$ cat src/ellipse_params.svh
/*
  Ellipse generator parameters.
  Coordinate and arithmetic widths, default credit depth on the
  pixel stream, and the length of the decision-term setup sequence.
*/

`ifndef ELLIPSE_PARAMS_SVH
`define ELLIPSE_PARAMS_SVH

`define ELL_BITS_RES     12  // screen coordinate width
`define ELL_BITS_CORE    24  // decision arithmetic and multiplier width
`define ELL_CREDITS      4   // pixel slots the consumer grants after reset
`define ELL_SETUP_CYCLES 6   // setup_start to setup_done distance

`endif

$ cat src/ellipse_pkg.sv
/*
  Ellipse generator types.
  Coordinates, command, setup geometry, stepping offsets and the
  pixel record shared by the sequencer, datapath and output stage.
*/

`include "ellipse_params.svh"

package ellipse_pkg;

  typedef logic signed [`ELL_BITS_RES-1:0]  coord_t;  // screen coordinate / radius
  typedef logic signed [`ELL_BITS_CORE-1:0] core_t;   // decision term width

  typedef enum logic [1:0] {
    q_pp = 2'd0,  // +x +y
    q_mp = 2'd1,  // bit 0 mirrors x
    q_pm = 2'd2,  // bit 1 mirrors y
    q_mm = 2'd3
  } quadrant_t;

  typedef struct packed {
    quadrant_t quadrant;
    coord_t    xc;       // center
    coord_t    yc;
    coord_t    xr;       // radii, non-negative
    coord_t    yr;
  } ellipse_cmd_t;

  typedef struct packed {
    core_t rx2;  // xr squared in the current half
    core_t ry2;  // yr squared
    core_t p;    // initial decision value
    core_t py;   // initial 2*rx2*y
  } geom_t;

  typedef struct packed {
    coord_t x;  // offset in the stepping frame of the current half
    coord_t y;
  } offset_t;

  typedef struct packed {
    coord_t x;  // absolute screen position
    coord_t y;
  } pixel_t;

endpackage

$ cat src/ellipse_sequencer.sv
/*
  Ellipse command sequencer.
  Latches a command, runs setup and arc stepping for the first half,
  then again with swapped radii for the second half. Raises busy for
  the duration and a single-cycle completion pulse at the end.
*/

module ellipse_sequencer import ellipse_pkg::*; (
  input  logic         clk,
  input  logic         reset,
  input  logic         run,               // command strobe
  input  ellipse_cmd_t cmd,
  output logic         busy,              // internal busy or a run in flight
  output logic         setup_start,       // one-cycle kick to the setup block
  output offset_t      radii,             // radii in the frame of the current half
  input  logic         setup_done,
  output logic         arc_start,         // one-cycle kick to the stepper
  input  logic         arc_done,
  output logic         half,              // 0 = x-major octant, 1 = swapped axes
  output ellipse_cmd_t cmd_latched,
  output logic         ellipse_complete
);

  typedef enum logic [1:0] {
    st_idle,    // waiting for run
    st_setup,   // multiplier sequence running
    st_arc,     // stepper emitting pixels
    st_finish   // switching to the second half
  } seq_state_t;

  seq_state_t state;
  logic       busy_int;    // command owned, run ignored while high
  logic       accept;
  logic       zero_radii;  // center point only, one half is enough

  assign accept     = run && !busy_int;
  assign busy       = busy_int || run;  // flag right away on run
  assign zero_radii = (cmd_latched.xr == '0) && (cmd_latched.yr == '0);

  // second half walks the other axis, so radii trade places
  always_comb begin
    if (half) begin
      radii = '{x: cmd_latched.yr, y: cmd_latched.xr};
    end else begin
      radii = '{x: cmd_latched.xr, y: cmd_latched.yr};
    end
  end

  always_ff @(posedge clk) begin
    if (accept) cmd_latched <= cmd;  // hold the whole command for both halves
  end

  always_ff @(posedge clk or posedge reset) begin
    if (reset) begin
      state            <= st_idle;
      busy_int         <= 1'b0;
      half             <= 1'b0;
      setup_start      <= 1'b0;
      arc_start        <= 1'b0;
      ellipse_complete <= 1'b0;
    end else begin
      setup_start      <= 1'b0;  // all strobes are single cycle
      arc_start        <= 1'b0;
      ellipse_complete <= 1'b0;
      case (state)
        st_idle: begin
          if (accept) begin
            busy_int    <= 1'b1;
            half        <= 1'b0;
            setup_start <= 1'b1;  // setup begins the cycle after accept
            state       <= st_setup;
          end
        end
        st_setup: begin
          if (setup_done) begin
            arc_start <= 1'b1;  // geom is valid and held from here
            state     <= st_arc;
          end
        end
        st_arc: begin
          if (arc_done) begin
            if (half || zero_radii) begin
              // arc_done lines up with the last pixel_valid
              ellipse_complete <= 1'b1;
              busy_int         <= 1'b0;
              state            <= st_idle;
            end else begin
              state <= st_finish;
            end
          end
        end
        st_finish: begin
          half        <= 1'b1;  // swaps radii for the rerun
          setup_start <= 1'b1;
          state       <= st_setup;
        end
        default: state <= st_idle;
      endcase
    end
  end

  // setup only answers a start that this FSM issued
  a_no_done_in_idle: assert property (
    @(posedge clk) disable iff (reset) setup_done |-> (state != st_idle)
  );

endmodule

$ cat src/ellipse_setup.sv
/*
  Ellipse setup datapath.
  One registered 24-bit multiplier scheduled over a fixed sequence to
  produce rx2, ry2 and the initial decision terms p and py.
  geom is held until the next setup_start.
*/

`include "ellipse_params.svh"

module ellipse_setup import ellipse_pkg::*; (
  input  logic    clk,
  input  logic    reset,
  input  logic    setup_start,  // one-cycle start
  input  offset_t radii,        // xr in .x, yr in .y
  output logic    setup_done,   // one-cycle, SETUP_CYCLES after start
  output geom_t   geom
);

  localparam logic [2:0] LAST_STEP = 3'(`ELL_SETUP_CYCLES - 1);

  logic [2:0] step;    // sequence position
  logic       active;
  core_t      mult_a;  // shared multiplier operands
  core_t      mult_b;
  core_t      mult_y;  // product, one cycle behind the operands
  core_t      yr_ext;

  assign yr_ext = core_t'(radii.y);

  always_ff @(posedge clk or posedge reset) begin
    if (reset) begin
      active     <= 1'b0;
      step       <= '0;
      setup_done <= 1'b0;
    end else begin
      setup_done <= 1'b0;
      if (setup_start) begin
        active <= 1'b1;
        step   <= 3'd1;
      end else if (active) begin
        if (step == LAST_STEP) begin
          active     <= 1'b0;
          setup_done <= 1'b1;  // geom final on this edge
        end else begin
          step <= step + 3'd1;
        end
      end
    end
  end

  always_ff @(posedge clk) begin
    mult_y <= mult_a * mult_b;  // low 24 bits are enough for screen radii
    if (setup_start) begin
      mult_a <= core_t'(radii.x);  // xr * xr
      mult_b <= core_t'(radii.x);
    end else if (active) begin
      case (step)
        3'd1: begin
          mult_a <= yr_ext;  // yr * yr
          mult_b <= yr_ext;
        end
        3'd2: begin
          geom.rx2 <= mult_y;
          geom.p   <= (mult_y + core_t'(2)) >>> 2;  // rx2/4 rounded
          mult_a   <= mult_y;                       // rx2 * yr
          mult_b   <= yr_ext;
        end
        3'd3: begin
          geom.ry2 <= mult_y;  // operands held, product stays rx2*yr
        end
        3'd4: begin
          geom.py <= mult_y <<< 1;
        end
        LAST_STEP: begin
          geom.p <= geom.p + geom.ry2 - mult_y;
        end
        default: ;
      endcase
    end
  end

  // a restart mid-sequence would corrupt the shared multiplier schedule
  a_no_overlap: assert property (
    @(posedge clk) disable iff (reset) setup_start |-> !active
  );

endmodule

$ cat src/ellipse_arc_stepper.sv
/*
  Midpoint arc stepper.
  Walks one octant of the quadrant along x, then the flat edge at y = 0
  when the arc ends close to the axis. Only advances while the output
  stage grants a credit.
*/

module ellipse_arc_stepper import ellipse_pkg::*; (
  input  logic    clk,
  input  logic    reset,
  input  logic    arc_start,   // geom is valid and stepping begins
  input  geom_t   geom,
  input  offset_t radii,       // radii of the current half
  input  logic    credit_ok,   // output stage has a free slot
  output logic    step_valid,
  output offset_t offset,
  output logic    arc_done     // pulses with the last pixel handoff
);

  typedef enum logic [1:0] {
    s_idle,
    s_arc,       // x-major arc
    s_flat_clr,  // one dead cycle to drop y to the axis
    s_flat       // straight run at y = 0
  } step_state_t;

  step_state_t state;
  coord_t      x;
  coord_t      y;
  core_t       p;      // decision value
  core_t       px;     // 2*ry2*x
  core_t       py;     // 2*rx2*y
  logic        p_pos;
  coord_t      x_n;    // values after the current arc pixel
  coord_t      y_n;
  core_t       px_n;
  core_t       py_n;
  core_t       p_n;
  logic        arc_last;
  logic        flat_next;

  assign p_pos     = (p > core_t'(0));
  assign x_n       = x + coord_t'(1);
  assign y_n       = p_pos ? y - coord_t'(1) : y;  // step down when outside the curve
  assign px_n      = px + (geom.ry2 <<< 1);
  assign py_n      = p_pos ? py - (geom.rx2 <<< 1) : py;
  assign p_n       = p_pos ? p + geom.ry2 + px_n - py_n : p + geom.ry2 + px_n;
  assign arc_last  = (px_n > py_n);  // slope passed -1
  assign flat_next = (y_n < coord_t'(2)) && (x_n <= radii.x);

  assign step_valid = credit_ok && ((state == s_arc) || (state == s_flat));
  assign offset     = '{x: x, y: y};

  always_ff @(posedge clk or posedge reset) begin
    if (reset) begin
      state    <= s_idle;
      arc_done <= 1'b0;
      x        <= '0;
      y        <= '0;
      p        <= '0;
      px       <= '0;
      py       <= '0;
    end else begin
      arc_done <= 1'b0;
      if (arc_start) begin
        x  <= '0;
        y  <= radii.y;
        px <= '0;
        p  <= geom.p;
        py <= geom.py;
        if (radii.x >= coord_t'(2)) begin
          state <= s_arc;
        end else if (radii.y < coord_t'(2)) begin
          state <= s_flat_clr;  // covers the center point too
        end else begin
          state    <= s_idle;   // narrow half with nothing to draw
          arc_done <= 1'b1;
        end
      end else if (credit_ok) begin  // without credit everything holds
        case (state)
          s_arc: begin
            x  <= x_n;
            y  <= y_n;
            px <= px_n;
            py <= py_n;
            p  <= p_n;
            if (arc_last) begin
              if (flat_next) begin
                state <= s_flat_clr;
              end else begin
                state    <= s_idle;  // this was the last pixel
                arc_done <= 1'b1;
              end
            end
          end
          s_flat_clr: begin
            y     <= '0;
            state <= s_flat;
          end
          s_flat: begin
            x <= x_n;
            if (x == radii.x) begin
              state    <= s_idle;
              arc_done <= 1'b1;
            end
          end
          default: state <= s_idle;
        endcase
      end
    end
  end

  // a new walk only starts once the previous one has handed off its last pixel
  a_start_when_idle: assert property (
    @(posedge clk) disable iff (reset) arc_start |-> (state == s_idle)
  );

endmodule

$ cat src/ellipse_pixel_out.sv
/*
  Ellipse pixel output stage.
  Maps stepping offsets to screen space: axis swap for the second half,
  quadrant mirroring, center add. Registers the pixel and keeps the
  credit count that throttles the stepper.
*/

`include "ellipse_params.svh"

module ellipse_pixel_out import ellipse_pkg::*; #(
  parameter int CREDIT_DEPTH = `ELL_CREDITS
) (
  input  logic         clk,
  input  logic         reset,
  input  logic         step_valid,
  input  offset_t      offset,
  input  logic         half,
  input  ellipse_cmd_t cmd_latched,
  input  logic         credit_return,  // consumer freed one slot
  output logic         credit_ok,
  output pixel_t       pixel,
  output logic         pixel_valid
);

  localparam int CNT_W = $clog2(CREDIT_DEPTH + 1);

  logic [CNT_W-1:0] credit_cnt;
  coord_t           ax;  // offsets in screen axes
  coord_t           ay;
  coord_t           dx;  // after mirroring
  coord_t           dy;

  assign ax = half ? offset.y : offset.x;
  assign ay = half ? offset.x : offset.y;
  assign dx = cmd_latched.quadrant[0] ? -ax : ax;
  assign dy = cmd_latched.quadrant[1] ? -ay : ay;

  assign credit_ok = (credit_cnt != '0);

  always_ff @(posedge clk or posedge reset) begin
    if (reset) begin
      credit_cnt  <= CNT_W'(CREDIT_DEPTH);  // consumer starts empty
      pixel_valid <= 1'b0;
    end else begin
      pixel_valid <= step_valid;
      case ({step_valid, credit_return})
        2'b10:   credit_cnt <= credit_cnt - 1'b1;
        2'b01:   credit_cnt <= credit_cnt + 1'b1;
        default: ;  // both or neither, count unchanged
      endcase
    end
  end

  always_ff @(posedge clk) begin
    if (step_valid) begin
      pixel <= '{x: cmd_latched.xc + dx, y: cmd_latched.yc + dy};
    end
  end

  // consumer must not return more slots than it was given
  a_credit_bound: assert property (
    @(posedge clk) disable iff (reset) credit_cnt <= CNT_W'(CREDIT_DEPTH)
  );

endmodule

$ cat src/ellipse_generator.sv
/*
  Ellipse quadrant generator, top level.
  Sequencer, setup multiplier, midpoint stepper and credited pixel
  output. One command draws one quadrant as a stream of pixels.
*/

`include "ellipse_params.svh"

module ellipse_generator import ellipse_pkg::*; #(
  parameter int CREDIT_DEPTH = `ELL_CREDITS
) (
  input  logic         clk,
  input  logic         reset,
  input  logic         run,
  input  ellipse_cmd_t cmd,
  output logic         busy,
  output pixel_t       pixel,
  output logic         pixel_valid,
  input  logic         credit_return,
  output logic         ellipse_complete
);

  logic         setup_start;
  logic         setup_done;
  logic         arc_start;
  logic         arc_done;
  logic         half;
  logic         credit_ok;
  logic         step_valid;
  offset_t      radii;        // current-half radii
  offset_t      offset;       // stepper to output
  geom_t        geom;         // setup results, held per half
  ellipse_cmd_t cmd_latched;

  ellipse_sequencer i_sequencer (
    .clk              (clk),
    .reset            (reset),
    .run              (run),
    .cmd              (cmd),
    .busy             (busy),
    .setup_start      (setup_start),
    .radii            (radii),
    .setup_done       (setup_done),
    .arc_start        (arc_start),
    .arc_done         (arc_done),
    .half             (half),
    .cmd_latched      (cmd_latched),
    .ellipse_complete (ellipse_complete)
  );

  ellipse_setup i_setup (
    .clk         (clk),
    .reset       (reset),
    .setup_start (setup_start),
    .radii       (radii),
    .setup_done  (setup_done),
    .geom        (geom)
  );

  ellipse_arc_stepper i_arc_stepper (
    .clk        (clk),
    .reset      (reset),
    .arc_start  (arc_start),
    .geom       (geom),
    .radii      (radii),
    .credit_ok  (credit_ok),
    .step_valid (step_valid),
    .offset     (offset),
    .arc_done   (arc_done)
  );

  ellipse_pixel_out #(
    .CREDIT_DEPTH (CREDIT_DEPTH)
  ) i_pixel_out (
    .clk           (clk),
    .reset         (reset),
    .step_valid    (step_valid),
    .offset        (offset),
    .half          (half),
    .cmd_latched   (cmd_latched),
    .credit_return (credit_return),
    .credit_ok     (credit_ok),
    .pixel         (pixel),
    .pixel_valid   (pixel_valid)
  );

endmodule

$ cat config.mk
export PLATFORM = sky130hd
export DESIGN_NAME = ellipse_generator
export DESIGN_NICKNAME = d
export VERILOG_FILES = /design/src/ellipse_pkg.sv /design/src/ellipse_sequencer.sv /design/src/ellipse_setup.sv /design/src/ellipse_arc_stepper.sv /design/src/ellipse_pixel_out.sv /design/src/ellipse_generator.sv
export VERILOG_INCLUDE_DIRS = /design/src
export SDC_FILE = /design/constraint.sdc
export NUM_CORES = 2
export LEC_CHECK = 0
export BUFFER_PORTS_ARGS = -buffer_cell sky130_fd_sc_hd__clkbuf_2
export CORE_ASPECT_RATIO = 1.25
export CORE_MARGIN = 1.5
export CORE_UTILIZATION = 30
export DETAILED_ROUTE_END_ITERATION = 10
export PLACE_DENSITY_LB_ADDON = 0.08
export SETUP_SLACK_MARGIN = 0.15
export SLEW_MARGIN = 15
export SYNTH_ARGS = -nofsm -noshare
export SYNTH_HDL_FRONTEND = slang
export SYNTH_SLANG_ARGS = --single-unit
$ cat constraint.sdc
create_clock -name clk -period 7.3 [get_ports clk]
set_input_delay 1.46 -clock clk [delete_from_list [all_inputs] [get_ports clk]]
set_output_delay 1.46 -clock clk [all_outputs]
set_load 0.005 [all_outputs]
==> Flow_metrics.wiki <==
{| class="wikitable"
! Metric !! Value
|-
| Initial antenna violation count || 1
|-
| Count of antenna-violating nets left after detailed routing || 0
|-
| Metal2 WL || 47.66 mm
|-
| Worst supply voltage drop on vdd || 0.1505 mV
|-
| Syn_area_per_cell || 9.568 um^2
|-
| Die height || 365.2 um
|-
| Fmax achieved || 0.1469 GHz
|-
| Worst setup path category || reg -> reg
|-
| Non-filler instance count after layout || 4,733
|-
| Average via count per standard cell || 4.902
|-
| Post-synthesis instance total || 3,291
|-
| Number of DRC markers after the initial detailed-route iteration || 1,241
|-
| Share of Yosys cell area claimed by the top area cell type || 19.45%
|-
| Outcome || completed
|-
| Net Count, Synth || 3,887
|-
| Part of the power in combinational logic || 1.4%
|-
| # rows || 132
|-
| Worst min path class || reg -> reg
|-
| Kind of end point of the critical path || flip-flop
|-
| Share of the clock period used by the worst path after layout || 93.26%
|-
| Iteration count of the initial detailed-routing pass || 5
|-
| Slew @ Worst Pin || 1.221 ns
|-
| First-pass GRT wire length || 146.4 mm
|-
| Proportion of power drawn by flip-flops and latches || 45.0%
|-
| TritonCTS clock tree || yes
|-
| Total power per unit cell area || 129.1 nW/um^2
|-
| Yosys synthesis warning count || 0
|-
| Hold-fix buffers at CTS || 0
|-
| Die width || 292.8 um
|-
| Final setup vio count || 0
|-
| Number of maximum-capacitance constraint violations || 0
|-
| Tot GR Track Use || 17.89%
|-
| Routed wire per std cell || 20.04 um
|-
| Number of placed instances with taps included || 4,652
|-
| Placeable Area || 103,900 um^2
|-
| Library cell occupying the most area in the post-synthesis netlist || sky130_fd_sc_hd__edfxtp_1
|-
| Seq/Total Area, Yosys || 29.97%
|-
| Fraction of layout cells with a size suffix above 1 || 8.370%
|-
| Final HPWL from detailed placement || 73.61 mm
|-
| P_int || 0.003564 W
|-
| Top layer reached by signal wires || met4
|-
| Switching power as a share of total power || 21.81%
|-
| Number of hold violations in the final report || 0
|-
| GRT overflow || 0
|-
| Highest net fanout along the worst path || 7
|-
| Leading post-synthesis cells by cell area || sky130_fd_sc_hd__edfxtp_1 19%, sky130_fd_sc_hd__fa_1 16%, sky130_fd_sc_hd__ha_1 11%, sky130_fd_sc_hd__dfrtp_1 8.9%, sky130_fd_sc_hd__inv_1 5.9%
|-
| Max Root-Sink Buffers || 3
|-
| Via count of the first global-routing pass || 24,692
|-
| P&R area growth vs syn || 12.16%
|-
| Seq cells post-synth || 341
|-
| Required arrival time at the worst endpoint || 7.80 ns
|-
| Arrival @ worst endpoint || 7.31 ns
|-
| Maximum clock skew at final layout || 0.04310 ns
|-
| Total leakage power || 16.41 nW
|-
| CTS root buf || sky130_fd_sc_hd__clkbuf_16
|-
| H-tree depth || 2
|-
| Maximum number of pins on one net before global-route repair || 63
|-
| Number of DRC violations after detailed routing || 0
|-
| Total Wirelength || 94.84 mm
|-
| Vias || 23,199
|-
| Met1 Routed Length || 42.11 mm
|-
| Synth Cell Area || 31,490 um^2
|-
| Post-synth cell types || 86
|-
| Ports || 81
|-
| RSZ-0062 raised after global routing || false
|-
| Number of flops mapped to enable cells by yosys || 204
|-
| Initial Util || 30.31%
|-
| Inserted Clock Buffers || 42
|-
| Diode insertion count for antenna repair || 0
|-
| Count of buffers inserted at the top-level ports || 80
|-
| Final core occ || 34.00%
|-
| Die footprint || 106,900 um^2
|-
| Filler instances || 10,626
|-
| Wire length on met3 || 2.837 mm
|-
| Proportion of power drawn by the clock network || 53.5%
|-
| Top flip-flop cell by instance count after synthesis || sky130_fd_sc_hd__edfxtp_1
|-
| Sum of negative setup slack || 0 ns
|-
| Worst setup SP type || flip-flop
|-
| Clock latency of the later-clocked register in the worst-skew pair || 0.61 ns
|-
| # clock sinks || 341
|-
| Final critical path time including I/O delays and setup || 6.808 ns
|-
| Power dissipated by switching net loads || 0.0009942 W
|-
| Routability congestion estimate from global placement || 0.8227
|-
| Relative slew slack || 18.49%
|-
| Clk slew on worst S/H paths || 0.07 ns
|-
| Proportion of register bits with asynchronous set or reset after synthesis || 33.14%
|-
| Fin nets || 3,955
|-
| Max-slew violation total from the final report || 0
|}
[synthesized netlist by cell type, types with 7 or more instances]
cell / number
sky130_fd_sc_hd__a21oi_1: 195
sky130_fd_sc_hd__dfxtp_1: 24
sky130_fd_sc_hd__or3_1: 11
sky130_fd_sc_hd__a21o_1: 52
sky130_fd_sc_hd__a31oi_1: 7
sky130_fd_sc_hd__and3_1: 28
sky130_fd_sc_hd__buf_1: 12
sky130_fd_sc_hd__fa_1: 255
sky130_fd_sc_hd__nand2b_1: 21
sky130_fd_sc_hd__clkbuf_1: 98
sky130_fd_sc_hd__and2_1: 119
sky130_fd_sc_hd__nor2_1: 176
sky130_fd_sc_hd__a211oi_1: 24
sky130_fd_sc_hd__inv_1: 492
sky130_fd_sc_hd__nor3_1: 47
sky130_fd_sc_hd__ha_1: 287
sky130_fd_sc_hd__o22ai_1: 21
sky130_fd_sc_hd__nand4_1: 16
sky130_fd_sc_hd__o21ai_0: 159
sky130_fd_sc_hd__xor2_1: 69
sky130_fd_sc_hd__nand2_1: 292
sky130_fd_sc_hd__o31ai_1: 18
sky130_fd_sc_hd__o211ai_1: 10
sky130_fd_sc_hd__o21a_1: 38
sky130_fd_sc_hd__dfrtp_1: 112
sky130_fd_sc_hd__xnor2_1: 176
sky130_fd_sc_hd__mux2_2: 29
sky130_fd_sc_hd__a22o_1: 11
sky130_fd_sc_hd__o21bai_1: 25
sky130_fd_sc_hd__nor2b_1: 20
sky130_fd_sc_hd__o22a_1: 7
sky130_fd_sc_hd__nor4_1: 22
sky130_fd_sc_hd__nand3_1: 47
sky130_fd_sc_hd__mux2i_1: 49
sky130_fd_sc_hd__edfxtp_1: 204
[routing by layer]
layer,vias to the layer above,global-route usage [%]
met2,360,32.30
met5,-,0
met3,106,1.614
li1,11163,-
met4,0,4.684
met1,11570,22.81
[final timing paths]
kind / endpoint / slack [ns] / startpoint / cells past startpoint
setup reg to reg: i_arc_stepper.p[23] / 0.49 / i_setup.geom[48] / 27
max in group asynchronous: i_arc_stepper.py[19] / 4.83 / reset / 3
setup / recovery: i_arc_stepper.p[23] / 0.49 / i_setup.geom[48] / 27
min in group asynchronous: i_arc_stepper.py[2] / 0.99 / reset / 2
hold / removal: i_arc_stepper.py[18] / 0.43 / i_setup.geom[18] / 2
hold reg to reg: i_arc_stepper.py[18] / 0.43 / i_setup.geom[18] / 2
[layout make-up]
cell class	count	area, um^2	share of cell area, %
multi-input cells	2341	19890	56.32
flip-flops and latches	341	9443	26.74
inverters	493	1854	5.250
well taps	1340	1677	4.747
clock buffers	58	1215	3.440
repair buffers	140	863.3	2.444
clock inverters	20	374.1	1.059
[power by group through the flow]
stage               registers (W)  logic [W]  clock network, W
detailed placement        0.00209  0.0000687                 0
finish                    0.00205  0.0000655           0.00244
CTS                       0.00205  0.0000684           0.00252
floorplan                 0.00209  0.0000357                 0
global placement          0.00209  0.0000650                 0
global route              0.00205  0.0000745           0.00258
[critical path: stages (launching register included)]
cell and delay [ns]:
sky130_fd_sc_hd__edfxtp_1 0.43, sky130_fd_sc_hd__ha_1 0.26, sky130_fd_sc_hd__fa_2 0.39, sky130_fd_sc_hd__a211oi_4 0.35, sky130_fd_sc_hd__o21bai_1 0.13, sky130_fd_sc_hd__a21oi_1 0.21
sky130_fd_sc_hd__xnor2_1 0.17, sky130_fd_sc_hd__inv_1 0.11, sky130_fd_sc_hd__fa_1 0.48, sky130_fd_sc_hd__inv_1 0.04, sky130_fd_sc_hd__ha_1 0.25, sky130_fd_sc_hd__a21o_1 0.18
sky130_fd_sc_hd__a21o_1 0.20, sky130_fd_sc_hd__a2111oi_2 0.44, sky130_fd_sc_hd__buf_4 0.18, sky130_fd_sc_hd__and3b_1 0.18, sky130_fd_sc_hd__a21oi_1 0.17, sky130_fd_sc_hd__xnor2_1 0.11
sky130_fd_sc_hd__ha_1 0.42, sky130_fd_sc_hd__a211oi_1 0.32, sky130_fd_sc_hd__nand2_1 0.12, sky130_fd_sc_hd__a31o_2 0.27, sky130_fd_sc_hd__a41oi_2 0.23, sky130_fd_sc_hd__o31ai_2 0.11
sky130_fd_sc_hd__xor3_1 0.18, sky130_fd_sc_hd__nor2_1 0.14, sky130_fd_sc_hd__xnor3_1 0.32, sky130_fd_sc_hd__a221o_1 0.32
[sequential cells by signal, indices dropped and copies added (netlist names), 2 cells and up]
| name | flops |
|---|---|
| i_setup.geom | 94 |
| i_sequencer.cmd_latched | 50 |
| i_arc_stepper.p | 24 |
| i_pixel_out.pixel | 24 |
| i_setup.mult_a | 24 |
| i_setup.mult_y | 24 |
| i_arc_stepper.px | 23 |
| i_arc_stepper.py | 23 |
| i_arc_stepper.x | 12 |
| i_arc_stepper.y | 12 |
| i_setup.mult_b | 12 |
| i_pixel_out.credit_cnt | 3 |
| i_setup.step | 3 |
| i_arc_stepper.state | 2 |
| i_sequencer.state | 2 |
[layout by cell type, fill, tap and decap left out, types with 11 or more instances in the layout]
cell type / instances
sky130_fd_sc_hd__edfxtp_1: 204
sky130_fd_sc_hd__ha_1: 287
sky130_fd_sc_hd__and2_1: 119
sky130_fd_sc_hd__nand2_1: 292
sky130_fd_sc_hd__dfxtp_1: 24
sky130_fd_sc_hd__nand3_1: 47
sky130_fd_sc_hd__nor2b_1: 19
sky130_fd_sc_hd__nor4_1: 22
sky130_fd_sc_hd__nand2b_1: 21
sky130_fd_sc_hd__or3_1: 11
sky130_fd_sc_hd__clkbuf_2: 80
sky130_fd_sc_hd__nor2_1: 171
sky130_fd_sc_hd__o21a_1: 38
sky130_fd_sc_hd__xnor2_1: 176
sky130_fd_sc_hd__o21ai_0: 158
sky130_fd_sc_hd__a22o_1: 11
sky130_fd_sc_hd__mux2i_1: 49
sky130_fd_sc_hd__mux2_2: 29
sky130_fd_sc_hd__and3_1: 28
sky130_fd_sc_hd__o31ai_1: 15
sky130_fd_sc_hd__a211oi_1: 23
sky130_fd_sc_hd__clkbuf_16: 45
sky130_fd_sc_hd__a21oi_1: 194
sky130_fd_sc_hd__xor2_1: 69
sky130_fd_sc_hd__fa_1: 254
sky130_fd_sc_hd__o21bai_1: 24
sky130_fd_sc_hd__buf_4: 59
sky130_fd_sc_hd__nand4_1: 16
sky130_fd_sc_hd__inv_1: 490
sky130_fd_sc_hd__dfrtp_1: 110
sky130_fd_sc_hd__a21o_1: 52
sky130_fd_sc_hd__o22ai_1: 20
sky130_fd_sc_hd__nor3_1: 44
[repair_timing]
action	4_1_cts	5_1_grt
pin swaps	0	5
endpoints found under the setup margin	1	1
resized for setup	2	13
setup buffers	0	3
[per-stage QoR]
stage | worst slack [ns] | area [um^2] | power [W] | hold slack, ns
3_5_place_dp | -0.1253 | 33630 | 0.002160 | 0.4366
6_report | 0.4918 | 35320 | 0.004559 | 0.4341
3_3_place_gp | -0.03845 | 33630 | 0.002155 | 0.4364
2_1_floorplan | 1.139 | 31490 | 0.002125 | 0.4281
5_1_grt | 0.1031 | 35320 | 0.004711 | 0.4593
4_1_cts | 0.1894 | 35220 | 0.004645 | 0.4379
[cell families (layout without fill, tap and decap cells)]
family	after synthesis	in the layout	synth area share, %
other	1	1	0.01191
adders and majority gates	542	542	27.62
buffers and inverters	609	711	7.284
AOI/OAI and AO/OA	647	647	13.03
xor gates and xnor gates	248	248	7.049
DFF	341	341	29.97
and+or+nand+nor	825	825	12.45
muxes	78	78	2.595
(Power assumes the default switching activity.)
